--- config.mk ---
export PLATFORM = sky130hd
export DESIGN_NAME = pathOramTop
export DESIGN_NICKNAME = d
export VERILOG_FILES = /design/src/hdl/oramPkg.sv /design/src/hdl/stashIf.sv /design/src/hdl/positionMap.sv /design/src/hdl/stash.sv /design/src/hdl/levelCounter.sv /design/src/hdl/accessFsm.sv /design/src/hdl/pathOramTop.sv
export SDC_FILE = /design/constraint.sdc
export NUM_CORES = 2
export LEC_CHECK = 0
export BUFFER_PORTS_ARGS = -buffer_cell sky130_fd_sc_hd__buf_2
export CAP_MARGIN = 10
export CORE_MARGIN = 8
export CORE_UTILIZATION = 45
export DETAILED_ROUTE_END_ITERATION = 10
export GPL_TIMING_DRIVEN = 0
export REMOVE_ABC_BUFFERS = 1
export SLEW_MARGIN = 20
export SYNTH_ARGS = -nofsm -noshare
export SYNTH_HDL_FRONTEND = slang
export SYNTH_SLANG_ARGS = --single-unit
--- constraint.sdc ---
create_clock -name clock -period 14.3 [get_ports clock]
set_clock_uncertainty 0.15 [all_clocks]
set_input_delay 0.715 -clock clock [delete_from_list [all_inputs] [get_ports clock]]
set_output_delay 0.715 -clock clock [all_outputs]
set_load 0.02 [all_outputs]
--- src/hdl/oramPkg.sv ---
// Path ORAM shared definitions
// Tree geometry, command codes and the block record

package oramPkg;

	//----------------------------------------
	// Tree geometry
	//----------------------------------------
	localparam int treeLevels      = 4;
	localparam int leafWidth       = 3;
	localparam int slotsPerBucket  = 2;
	localparam int bucketAddrWidth = 4;

	// One path of 8 slots plus room for overflow
	localparam int stashDepth      = 16;

	//----------------------------------------
	// Client data
	//----------------------------------------
	localparam int addrWidth       = 4;
	localparam int dataWidth       = 32;

	typedef enum logic {
		cmdRead  = 1'b0,
		cmdWrite = 1'b1
	} cmdT;

	typedef enum logic {
		memRead  = 1'b0,
		memWrite = 1'b1
	} memCmdT;

	// Valid flag clear marks a dummy slot
	typedef struct packed {
		logic                 valid;
		logic [addrWidth-1:0] pAddr;
		logic [leafWidth-1:0] leaf;
		logic [dataWidth-1:0] data;
	} blockT;

endpackage

--- src/hdl/stashIf.sv ---
// Controller to stash bundle
// Insert, lookup/update and eviction signals

`timescale 1ns/10ps

interface stashIf #(
	parameter int treeLevels = oramPkg::treeLevels
);
	localparam int levelWidth = $clog2(treeLevels);

	// Blocks arriving from a path read
	logic                              insertValid;
	oramPkg::blockT                    insertBlock;

	// Lookup and update of the requested block
	logic [oramPkg::addrWidth-1:0]     lookupAddr;
	logic                              lookupHit;
	logic [oramPkg::dataWidth-1:0]     lookupData;
	logic                              updateEn;
	logic [oramPkg::dataWidth-1:0]     updateData;
	logic [oramPkg::leafWidth-1:0]     updateLeaf;

	// Eviction choice for the bucket being written back
	logic [oramPkg::leafWidth-1:0]     evictLeaf;
	logic [levelWidth-1:0]             evictLevel;
	logic                              evictTake;
	oramPkg::blockT                    evictBlock;

	modport controller (
		output insertValid, insertBlock, lookupAddr, updateEn, updateData, updateLeaf,
		output evictLeaf, evictLevel, evictTake,
		input  lookupHit, lookupData, evictBlock
	);

	modport stash (
		input  insertValid, insertBlock, lookupAddr, updateEn, updateData, updateLeaf,
		input  evictLeaf, evictLevel, evictTake,
		output lookupHit, lookupData, evictBlock
	);

endinterface

--- src/hdl/positionMap.sv ---
// Position map
// One leaf per program address, remapped to a random leaf on every access

`timescale 1ns/10ps

module positionMap (
	input  logic                          clock,
	input  logic                          rstN,
	input  logic [oramPkg::addrWidth-1:0] addr,
	input  logic                          remap,
	output logic [oramPkg::leafWidth-1:0] oldLeaf,
	output logic [oramPkg::leafWidth-1:0] newLeaf
);

	localparam int numAddrs = 1 << oramPkg::addrWidth;

	logic [oramPkg::leafWidth-1:0] leafTable [numAddrs];
	logic [7:0]                    lfsr;
	logic                          feedback;

	// x^8 + x^6 + x^5 + x^4 + 1
	assign feedback = lfsr[7] ^ lfsr[5] ^ lfsr[4] ^ lfsr[3];

	//----------------------------------------
	// Random source, free running
	//----------------------------------------
	always_ff @(posedge clock or negedge rstN) begin
		if (!rstN) begin
			lfsr <= 8'hA5;
		end else begin
			lfsr <= {lfsr[6:0], feedback};
		end
	end

	//----------------------------------------
	// Leaf table
	//----------------------------------------
	always_ff @(posedge clock or negedge rstN) begin
		if (!rstN) begin
			for (int i = 0; i < numAddrs; i++) begin
				leafTable[i] <= '0;
			end
			newLeaf <= '0;
		end else if (remap) begin
			leafTable[addr] <= lfsr[oramPkg::leafWidth-1:0];
			newLeaf         <= lfsr[oramPkg::leafWidth-1:0];
		end
	end

	// Current leaf, read before the remap edge
	assign oldLeaf = leafTable[addr];

endmodule

--- src/hdl/stash.sv ---
// Stash
// Holds blocks of the current path, serves lookups and picks blocks for eviction

`timescale 1ns/10ps

module stash #(
	parameter int treeLevels = oramPkg::treeLevels,
	parameter int stashDepth = oramPkg::stashDepth
) (
	input logic  clock,
	input logic  rstN,
	stashIf.stash bus
);

	localparam int idxWidth = $clog2(stashDepth);

	oramPkg::blockT        entries [stashDepth];
	logic [stashDepth-1:0] used;

	logic                  freeFound;
	logic [idxWidth-1:0]   freeIdx;
	logic                  hitFound;
	logic [idxWidth-1:0]   hitIdx;
	logic                  evictFound;
	logic [idxWidth-1:0]   evictIdx;
	logic                  insertNow;
	logic                  dupFound;

	//----------------------------------------
	// Combinational search
	//----------------------------------------
	always_comb begin
		int shiftAmt;
		shiftAmt   = treeLevels - 1 - int'(bus.evictLevel);
		freeFound  = 1'b0;
		freeIdx    = '0;
		hitFound   = 1'b0;
		hitIdx     = '0;
		evictFound = 1'b0;
		evictIdx   = '0;
		for (int i = 0; i < stashDepth; i++) begin
			if (!freeFound && !used[i]) begin
				freeFound = 1'b1;
				freeIdx   = idxWidth'(i);
			end
			if (!hitFound && used[i] && entries[i].pAddr == bus.lookupAddr) begin
				hitFound = 1'b1;
				hitIdx   = idxWidth'(i);
			end
			// Leaves agree on every branch above this level
			if (!evictFound && used[i] &&
					((entries[i].leaf ^ bus.evictLeaf) >> shiftAmt) == '0) begin
				evictFound = 1'b1;
				evictIdx   = idxWidth'(i);
			end
		end
	end

	assign bus.lookupHit  = hitFound;
	assign bus.lookupData = hitFound ? entries[hitIdx].data : '0;
	assign bus.evictBlock = evictFound ? entries[evictIdx] : '0;

	// Dummies from memory are dropped here
	assign insertNow = bus.insertValid && bus.insertBlock.valid && freeFound;

	//----------------------------------------
	// Occupancy
	//----------------------------------------
	always_ff @(posedge clock or negedge rstN) begin
		if (!rstN) begin
			used <= '0;
		end else begin
			if (insertNow || (bus.updateEn && !hitFound && freeFound)) begin
				used[freeIdx] <= 1'b1;
			end
			if (bus.evictTake && evictFound) begin
				used[evictIdx] <= 1'b0;
			end
		end
	end

	// Block contents
	always_ff @(posedge clock) begin
		if (insertNow) begin
			entries[freeIdx] <= bus.insertBlock;
		end
		if (bus.updateEn) begin
			if (hitFound) begin
				entries[hitIdx].data <= bus.updateData;
				entries[hitIdx].leaf <= bus.updateLeaf;
			end else begin
				// First touch of this address
				entries[freeIdx] <= '{valid: 1'b1, pAddr: bus.lookupAddr,
					leaf: bus.updateLeaf, data: bus.updateData};
			end
		end
	end

	//----------------------------------------
	// Checks
	//----------------------------------------
	always_comb begin
		dupFound = 1'b0;
		for (int i = 0; i < stashDepth; i++) begin
			for (int j = i + 1; j < stashDepth; j++) begin
				if (used[i] && used[j] && entries[i].pAddr == entries[j].pAddr) begin
					dupFound = 1'b1;
				end
			end
		end
	end

	insertRoom: assert property (@(posedge clock) disable iff (!rstN)
		bus.insertValid && bus.insertBlock.valid |-> !(&used))
		else $error("stash insert with all entries full");

	uniqueAddr: assert property (@(posedge clock) disable iff (!rstN) !dupFound)
		else $error("stash holds one address twice");

endmodule

--- src/hdl/levelCounter.sv ---
// Path walk counter
// Steps through bucket slots level by level, root first or leaf first

`timescale 1ns/10ps

module levelCounter #(
	parameter int  treeLevels     = oramPkg::treeLevels,
	parameter int  slotsPerBucket = oramPkg::slotsPerBucket,
	localparam int levelWidth     = $clog2(treeLevels),
	localparam int slotWidth      = (slotsPerBucket > 1) ? $clog2(slotsPerBucket) : 1
) (
	input  logic                  clock,
	input  logic                  rstN,
	input  logic                  start,
	input  logic                  down,
	input  logic                  step,
	output logic [levelWidth-1:0] level,
	output logic [slotWidth-1:0]  slot,
	output logic                  last
);

	logic                  goingDown;
	logic                  done;
	logic                  slotWrap;
	logic [levelWidth-1:0] endLevel;

	assign slotWrap = slot == slotWidth'(slotsPerBucket - 1);
	assign endLevel = goingDown ? '0 : levelWidth'(treeLevels - 1);
	assign last     = slotWrap && (level == endLevel);

	always_ff @(posedge clock or negedge rstN) begin
		if (!rstN) begin
			level     <= '0;
			slot      <= '0;
			goingDown <= 1'b0;
			done      <= 1'b0;
		end else if (start) begin
			level     <= down ? levelWidth'(treeLevels - 1) : '0;
			slot      <= '0;
			goingDown <= down;
			done      <= 1'b0;
		end else if (step) begin
			done <= last;
			if (slotWrap) begin
				slot  <= '0;
				level <= goingDown ? level - 1'b1 : level + 1'b1;
			end else begin
				slot <= slot + 1'b1;
			end
		end
	end

	noStepPastEnd: assert property (@(posedge clock) disable iff (!rstN)
		step && !start |-> !done)
		else $error("level counter stepped past the end of the path");

endmodule

--- src/hdl/accessFsm.sv ---
// Access controller
// Sequences remap, path read, serve and path writeback for one ORAM access

`timescale 1ns/10ps

module accessFsm #(
	parameter int  treeLevels     = oramPkg::treeLevels,
	parameter int  slotsPerBucket = oramPkg::slotsPerBucket,
	localparam int levelWidth     = $clog2(treeLevels),
	localparam int slotWidth      = (slotsPerBucket > 1) ? $clog2(slotsPerBucket) : 1
) (
	input  logic                                clock,
	input  logic                                rstN,
	input  oramPkg::cmdT                        cmd,
	input  logic [oramPkg::addrWidth-1:0]       pAddr,
	input  logic [oramPkg::dataWidth-1:0]       dataIn,
	input  logic                                cmdValid,
	output logic                                cmdReady,
	output logic [oramPkg::dataWidth-1:0]       dataOut,
	output logic                                dataOutValid,
	input  logic                                dataOutReady,
	output logic [oramPkg::bucketAddrWidth-1:0] memAddress,
	output oramPkg::memCmdT                     memCommand,
	output logic                                memCommandValid,
	input  logic                                memCommandReady,
	input  oramPkg::blockT                      memReadData,
	input  logic                                memReadDataValid,
	output oramPkg::blockT                      memWriteData,
	output logic                                memWriteDataValid,
	input  logic                                memWriteDataReady,
	output logic [oramPkg::addrWidth-1:0]       mapAddr,
	output logic                                remap,
	input  logic [oramPkg::leafWidth-1:0]       oldLeaf,
	input  logic [oramPkg::leafWidth-1:0]       newLeaf,
	output logic                                cntStart,
	output logic                                cntDown,
	output logic                                cntStep,
	input  logic [levelWidth-1:0]               level,
	input  logic [slotWidth-1:0]                slot,
	input  logic                                last,
	stashIf.controller                          bus
);

	typedef logic [oramPkg::bucketAddrWidth-1:0] bucketT;

	typedef enum logic [2:0] {
		stIdle, stRemap, stReadCmd, stReadData, stServe, stWriteCmd, stWriteData, stRespond
	} stateT;

	stateT                         state, nextState;
	oramPkg::cmdT                  reqCmd;
	logic [oramPkg::addrWidth-1:0] reqAddr;
	logic [oramPkg::dataWidth-1:0] reqData;
	logic [oramPkg::dataWidth-1:0] respData;
	logic [oramPkg::dataWidth-1:0] servedData;
	logic [oramPkg::leafWidth-1:0] pathLeaf;
	logic                          bucketDone;

	// Heap index of the bucket at this level on the path to leaf
	function automatic bucketT bucketOf(input logic [oramPkg::leafWidth-1:0] leaf,
			input logic [levelWidth-1:0] lvl);
		int shiftAmt;
		shiftAmt = treeLevels - 1 - int'(lvl);
		return bucketT'((1 << lvl) - 1 + (leaf >> shiftAmt));
	endfunction

	//----------------------------------------
	// State sequencing
	//----------------------------------------
	assign bucketDone = slot == slotWidth'(slotsPerBucket - 1);

	always_comb begin
		nextState = state;
		case (state)
			stIdle:      if (cmdValid) nextState = stRemap;
			stRemap:     nextState = stReadCmd;
			stReadCmd:   if (memCommandReady) nextState = stReadData;
			stReadData:
				if (memReadDataValid && bucketDone) begin
					nextState = last ? stServe : stReadCmd;
				end
			stServe:     nextState = stWriteCmd;
			stWriteCmd:  if (memCommandReady) nextState = stWriteData;
			stWriteData:
				if (memWriteDataReady && bucketDone) begin
					if (!last) begin
						nextState = stWriteCmd;
					end else begin
						nextState = (reqCmd == oramPkg::cmdRead) ? stRespond : stIdle;
					end
				end
			stRespond:   if (dataOutReady) nextState = stIdle;
			default:     nextState = stIdle;
		endcase
	end

	always_ff @(posedge clock or negedge rstN) begin
		if (!rstN) begin
			state <= stIdle;
		end else begin
			state <= nextState;
		end
	end

	// Request and path captured once per access
	always_ff @(posedge clock) begin
		if (state == stIdle && cmdValid) begin
			reqCmd  <= cmd;
			reqAddr <= pAddr;
			reqData <= dataIn;
		end
		if (state == stRemap) begin
			pathLeaf <= oldLeaf;
		end
		if (state == stServe) begin
			respData <= servedData;
		end
	end

	//----------------------------------------
	// Outputs
	//----------------------------------------
	assign cmdReady     = state == stIdle;
	assign dataOut      = respData;
	assign dataOutValid = state == stRespond;

	assign mapAddr  = reqAddr;
	assign remap    = state == stRemap;
	assign cntStart = (state == stRemap) || (state == stServe);
	assign cntDown  = state == stServe;
	assign cntStep  = (state == stReadData && memReadDataValid) ||
		(state == stWriteData && memWriteDataReady);

	assign memAddress      = bucketOf(pathLeaf, level);
	assign memCommandValid = (state == stReadCmd) || (state == stWriteCmd);
	assign memCommand      = (state == stWriteCmd) ? oramPkg::memWrite : oramPkg::memRead;

	// Eviction choice stays put until the beat is taken
	assign memWriteData      = bus.evictBlock;
	assign memWriteDataValid = state == stWriteData;

	assign bus.insertValid = (state == stReadData) && memReadDataValid;
	assign bus.insertBlock = memReadData;
	assign bus.lookupAddr  = reqAddr;
	assign servedData      = bus.lookupHit ? bus.lookupData : '0;
	assign bus.updateEn    = state == stServe;
	assign bus.updateData  = (reqCmd == oramPkg::cmdWrite) ? reqData : servedData;
	assign bus.updateLeaf  = newLeaf;
	assign bus.evictLeaf   = pathLeaf;
	assign bus.evictLevel  = level;
	assign bus.evictTake   = (state == stWriteData) && memWriteDataReady;

	memCmdHeld: assert property (@(posedge clock) disable iff (!rstN)
		memCommandValid && !memCommandReady |=>
			memCommandValid && $stable(memCommand) && $stable(memAddress))
		else $error("memory command changed while stalled");

endmodule

--- src/hdl/pathOramTop.sv ---
// Path ORAM top level
// Client command/response ports on one side, bucket memory ports on the other

`timescale 1ns/10ps

module pathOramTop #(
	parameter int  treeLevels     = oramPkg::treeLevels,
	parameter int  slotsPerBucket = oramPkg::slotsPerBucket,
	parameter int  stashDepth     = oramPkg::stashDepth,
	localparam int levelWidth     = $clog2(treeLevels),
	localparam int slotWidth      = (slotsPerBucket > 1) ? $clog2(slotsPerBucket) : 1
) (
	input  logic                                clock,
	input  logic                                rstN,

	input  oramPkg::cmdT                        cmd,
	input  logic [oramPkg::addrWidth-1:0]       pAddr,
	input  logic [oramPkg::dataWidth-1:0]       dataIn,
	input  logic                                cmdValid,
	output logic                                cmdReady,
	output logic [oramPkg::dataWidth-1:0]       dataOut,
	output logic                                dataOutValid,
	input  logic                                dataOutReady,

	output logic [oramPkg::bucketAddrWidth-1:0] memAddress,
	output oramPkg::memCmdT                     memCommand,
	output logic                                memCommandValid,
	input  logic                                memCommandReady,
	input  oramPkg::blockT                      memReadData,
	input  logic                                memReadDataValid,
	output oramPkg::blockT                      memWriteData,
	output logic                                memWriteDataValid,
	input  logic                                memWriteDataReady
);

	logic [oramPkg::addrWidth-1:0] mapAddr;
	logic                          remap;
	logic [oramPkg::leafWidth-1:0] oldLeaf, newLeaf;
	logic                          cntStart, cntDown, cntStep, last;
	logic [levelWidth-1:0]         level;
	logic [slotWidth-1:0]          slot;

	stashIf #(.treeLevels(treeLevels)) stashBus ();

	//----------------------------------------
	// Core blocks
	//----------------------------------------
	positionMap posMap (
		.clock(clock), .rstN(rstN),
		.addr(mapAddr), .remap(remap), .oldLeaf(oldLeaf), .newLeaf(newLeaf)
	);

	stash #(.treeLevels(treeLevels), .stashDepth(stashDepth)) blockStash (
		.clock(clock), .rstN(rstN), .bus(stashBus.stash)
	);

	levelCounter #(.treeLevels(treeLevels), .slotsPerBucket(slotsPerBucket)) levelCnt (
		.clock(clock), .rstN(rstN),
		.start(cntStart), .down(cntDown), .step(cntStep),
		.level(level), .slot(slot), .last(last)
	);

	accessFsm #(.treeLevels(treeLevels), .slotsPerBucket(slotsPerBucket)) ctrl (
		.clock(clock), .rstN(rstN),
		.cmd(cmd), .pAddr(pAddr), .dataIn(dataIn), .cmdValid(cmdValid), .cmdReady(cmdReady),
		.dataOut(dataOut), .dataOutValid(dataOutValid), .dataOutReady(dataOutReady),
		.memAddress(memAddress), .memCommand(memCommand),
		.memCommandValid(memCommandValid), .memCommandReady(memCommandReady),
		.memReadData(memReadData), .memReadDataValid(memReadDataValid),
		.memWriteData(memWriteData), .memWriteDataValid(memWriteDataValid),
		.memWriteDataReady(memWriteDataReady),
		.mapAddr(mapAddr), .remap(remap), .oldLeaf(oldLeaf), .newLeaf(newLeaf),
		.cntStart(cntStart), .cntDown(cntDown), .cntStep(cntStep),
		.level(level), .slot(slot), .last(last),
		.bus(stashBus.controller)
	);

endmodule

==> impl_metrics.json <==
{
  "p_comb_share_pct": 40.8,
  "grt_max_degree": 51,
  "hold_viol_final": 0,
  "powerDensity_mw_per_mm2": 185.9,
  "synth_most_common_cell": "edfxtp_1",
  "cap_violations": 0,
  "drc": 0,
  "ys_seq_elements": 794,
  "antenna_found_initial": 0,
  "synthTopCellsByCount": "712 x edfxtp_1, 457 x nand2_1, 330 x mux2i_1, 205 x nand3_1, 121 x nor2_1",
  "antennaDiodeCount": 0,
  "grt_setup_unrepaired": "no",
  "setup_viol": 0,
  "path_clk_slew_ns": 0.06,
  "postSynthAreaPerCell_um2": 12.51,
  "worstSetupPathType": "reg2out",
  "cts_tree": "yes",
  "die_height_um": 309.9,
  "die_w_um": 309.9,
  "arrival_ns": 5.90,
  "wl_per_cell_um": 28.81,
  "drt_iter0_markers": 3154,
  "yosysTopAreaCellShare_pct": 55.02,
  "ys.warnings.count": 0,
  "core_mm2": 0.08541,
  "gp_congestion": 0.9007,
  "clock_path_buffers": 3,
  "first_global_vias": 28379,
  "design_area_mm2": 0.04627,
  "worst_pin_slew_ns": 1.179,
  "postCtsSetupRepairBufs": 0,
  "wl_um": 129600,
  "instances_no_fill": 4499,
  "final_nets": 3372,
  "ios": 165,
  "grt_pass1_wl_um": 189700,
  "vias": 28527,
  "cp-end-kind": "output port",
  "post-route-period-util_pct": 47.27,
  "clkLatencyLatePin_ns": 0.66,
  "areaGrowthSynthToFinish_pct": 19.07,
  "report.final.slew_viol_count": 0,
  "netlist_area_mm2": 0.03886,
  "io_buffers": 164,
  "vias_per_cell": 6.341,
  "cts-root-buf": "clkbuf_16",
  "cts_resized": 0,
  "hpwlAfterDp_um": 87210,
  "switching_share_pct": 36.78,
  "p_sw_uw": 3163,
  "power_leakage_uw": 0.01790,
  "synth_edf_count": 712,
  "status": "completed",
  "p_int_uw": 5437,
  "htreeDepth": 3,
  "ys.flop_type": "edfxtp_1",
  "p_clk_share_pct": 26.6,
  "grt.overflow.total": 0,
  "num_rows": 107,
  "cts-buffers-inserted": 88,
  "netlist_instances": 3107,
  "cts_hold_buf": 1,
  "yosysUniqueCellTypes": 82,
  "ant_nets": 0,
  "first_pass_iters": 6,
  "min_period_ns": 6.760,
  "p_seq_share_pct": 32.5,
  "synth.area.top_cells": "edfxtp_1 55%, mux2i_1 8.5%, dfrtp_1 5.0%",
  "crit_fanout": 25,
  "seq_area_frac_synth_pct": 60.31,
  "synth_largest_area_cell": "edfxtp_1",
  "cts_sinks": 794,
  "die_area_mm2": 0.09602,
  "final_util_pct": 54.17,
  "place_inst": 4337,
  "start_util_pct": 45.50,
  "min_path_type": "in2reg",
  "max_freq_ghz": 0.1479,
  "drive_gt1_share_pct": 17.76,
  "startpoint_type": "flop",
  "peakVddDrop_mv": 0.1310,
  "postPlaceCellArea_mm2": 0.04338,
  "timing.slew.headroom_pct": 20.82,
  "fin_setup_tns_ns": 0,
  "synthArstFlopShare_pct": 10.33,
  "crit_required_ns": 13.44,
  "track_usage_pct": 26.48
}
[registers in the layout (all words and copies together) (netlist names)]
| name | flops |
|---|---|
| blockStash.entries | 640 |
| blockStash.used | 16 |
| ctrl.bus.evictLeaf | 3 |
| ctrl.bus.lookupAddr | 4 |
| ctrl.dataOut | 32 |
| ctrl.reqCmd | 1 |
| ctrl.reqData | 32 |
| ctrl.state | 3 |
| levelCnt.goingDown | 1 |
| levelCnt.level | 2 |
| levelCnt.slot | 1 |
| posMap.leafTable | 48 |
| posMap.lfsr | 8 |
| posMap.newLeaf | 3 |
[path summary, 6_finish.rpt]
kind / startpoint / slack, ns / endpoint / cells past startpoint
max reg2reg: ctrl.bus.lookupAddr[0] / 8.34 / blockStash.entries[0][21] / 17
min in group asynchronous: rstN / 0.43 / posMap.leafTable[19] / 2
min: dataIn[29] / 0.08 / ctrl.reqData[29] / 1
max in group asynchronous: rstN / 12.90 / posMap.lfsr[0] / 3
max: ctrl.bus.evictLeaf[2] / 7.54 / memWriteData[24] / 12
min reg2reg: posMap.lfsr[6] / 0.22 / posMap.lfsr[7] / 0
[routing by layer]
metal / wire length [um] / share of wire, % / track usage (%)
met3: 11920 / 9.2 / 4.771
met5: 127 / 0.098 / 0.9601
met1: 51410 / 40 / 35.38
met4: 5168 / 4.0 / 10.14
met2: 61010 / 47 / 42.96
[stage by stage]
step | hold WS (ns) | worst slack [ns] | total power [uW]
finish | 0.08215 | 7.540 | 8601
floorplan | 0.1830 | 3.698 | 5132
detailed placement | 0.2004 | 8.350 | 6331
global placement | 0.1917 | -6.138 | 6430
CTS | 0.04226 | 7.590 | 8613
global route | 0.06495 | 7.396 | 8902
[kinds of logic (layout without fill, tap and decap cells)]
kind of cell,Yosys count,in the layout,share of synthesized area (%)
flip-flops,794,794,60.31
multiplexers,416,416,11.54
XOR/XNOR,119,119,2.682
AND/OR/NAND/NOR,962,962,11.52
buffers and inverters,242,490,3.364
adder cells (fa/ha/maj),4,4,0.1481
AO/OA/AOI/OAI,570,570,10.43
[layout by cell type, fill, tap and decap left out, types with 37 or more instances in the layout]
master	count
buf_2	163
a21oi_1	89
a32oi_1	63
mux2_2	66
mux2i_1	330
a31oi_1	37
edfxtp_1	712
nand3_1	205
nand2_1	456
nor2_1	97
a22oi_1	78
dfrtp_1	78
buf_16	81
o21ai_0	105
clkbuf_16	90
xor2_1	83
nor2b_1	39
[layout make-up]
type / count / area (um^2)
Fill cell: 7004 / 39140
Tap cell: 1144 / 1431
Sequential cell: 794 / 23440
Clock buffer: 112 / 2355
Inverter: 25 / 96.34
Timing Repair Buffer: 304 / 4003
Multi-Input combinational cell: 2071 / 14420
Clock inverter: 49 / 530.5
[power groups by stage]
stage	clock network, uW	logic (uW)	registers [uW]
2_1_floorplan	0	2310	2820
3_3_place_gp	0	3560	2870
3_5_place_dp	0	3490	2840
4_1_cts	2310	3500	2800
5_1_grt	2400	3690	2810
6_report	2290	3510	2800
[critical path, stage by stage (launching register included)]
cell	delay [ns]
edfxtp_1	0.99
xor2_1	0.25
a21oi_1	0.07
o211ai_1	0.45
nand4_1	0.34
nor2_1	0.26
and3_1	0.31
a21oi_4	0.20
buf_16	0.23
nand2_2	0.82
o221ai_1	0.25
a2111oi_2	0.73
buf_2	0.30
(Power assumes the default switching activity.)
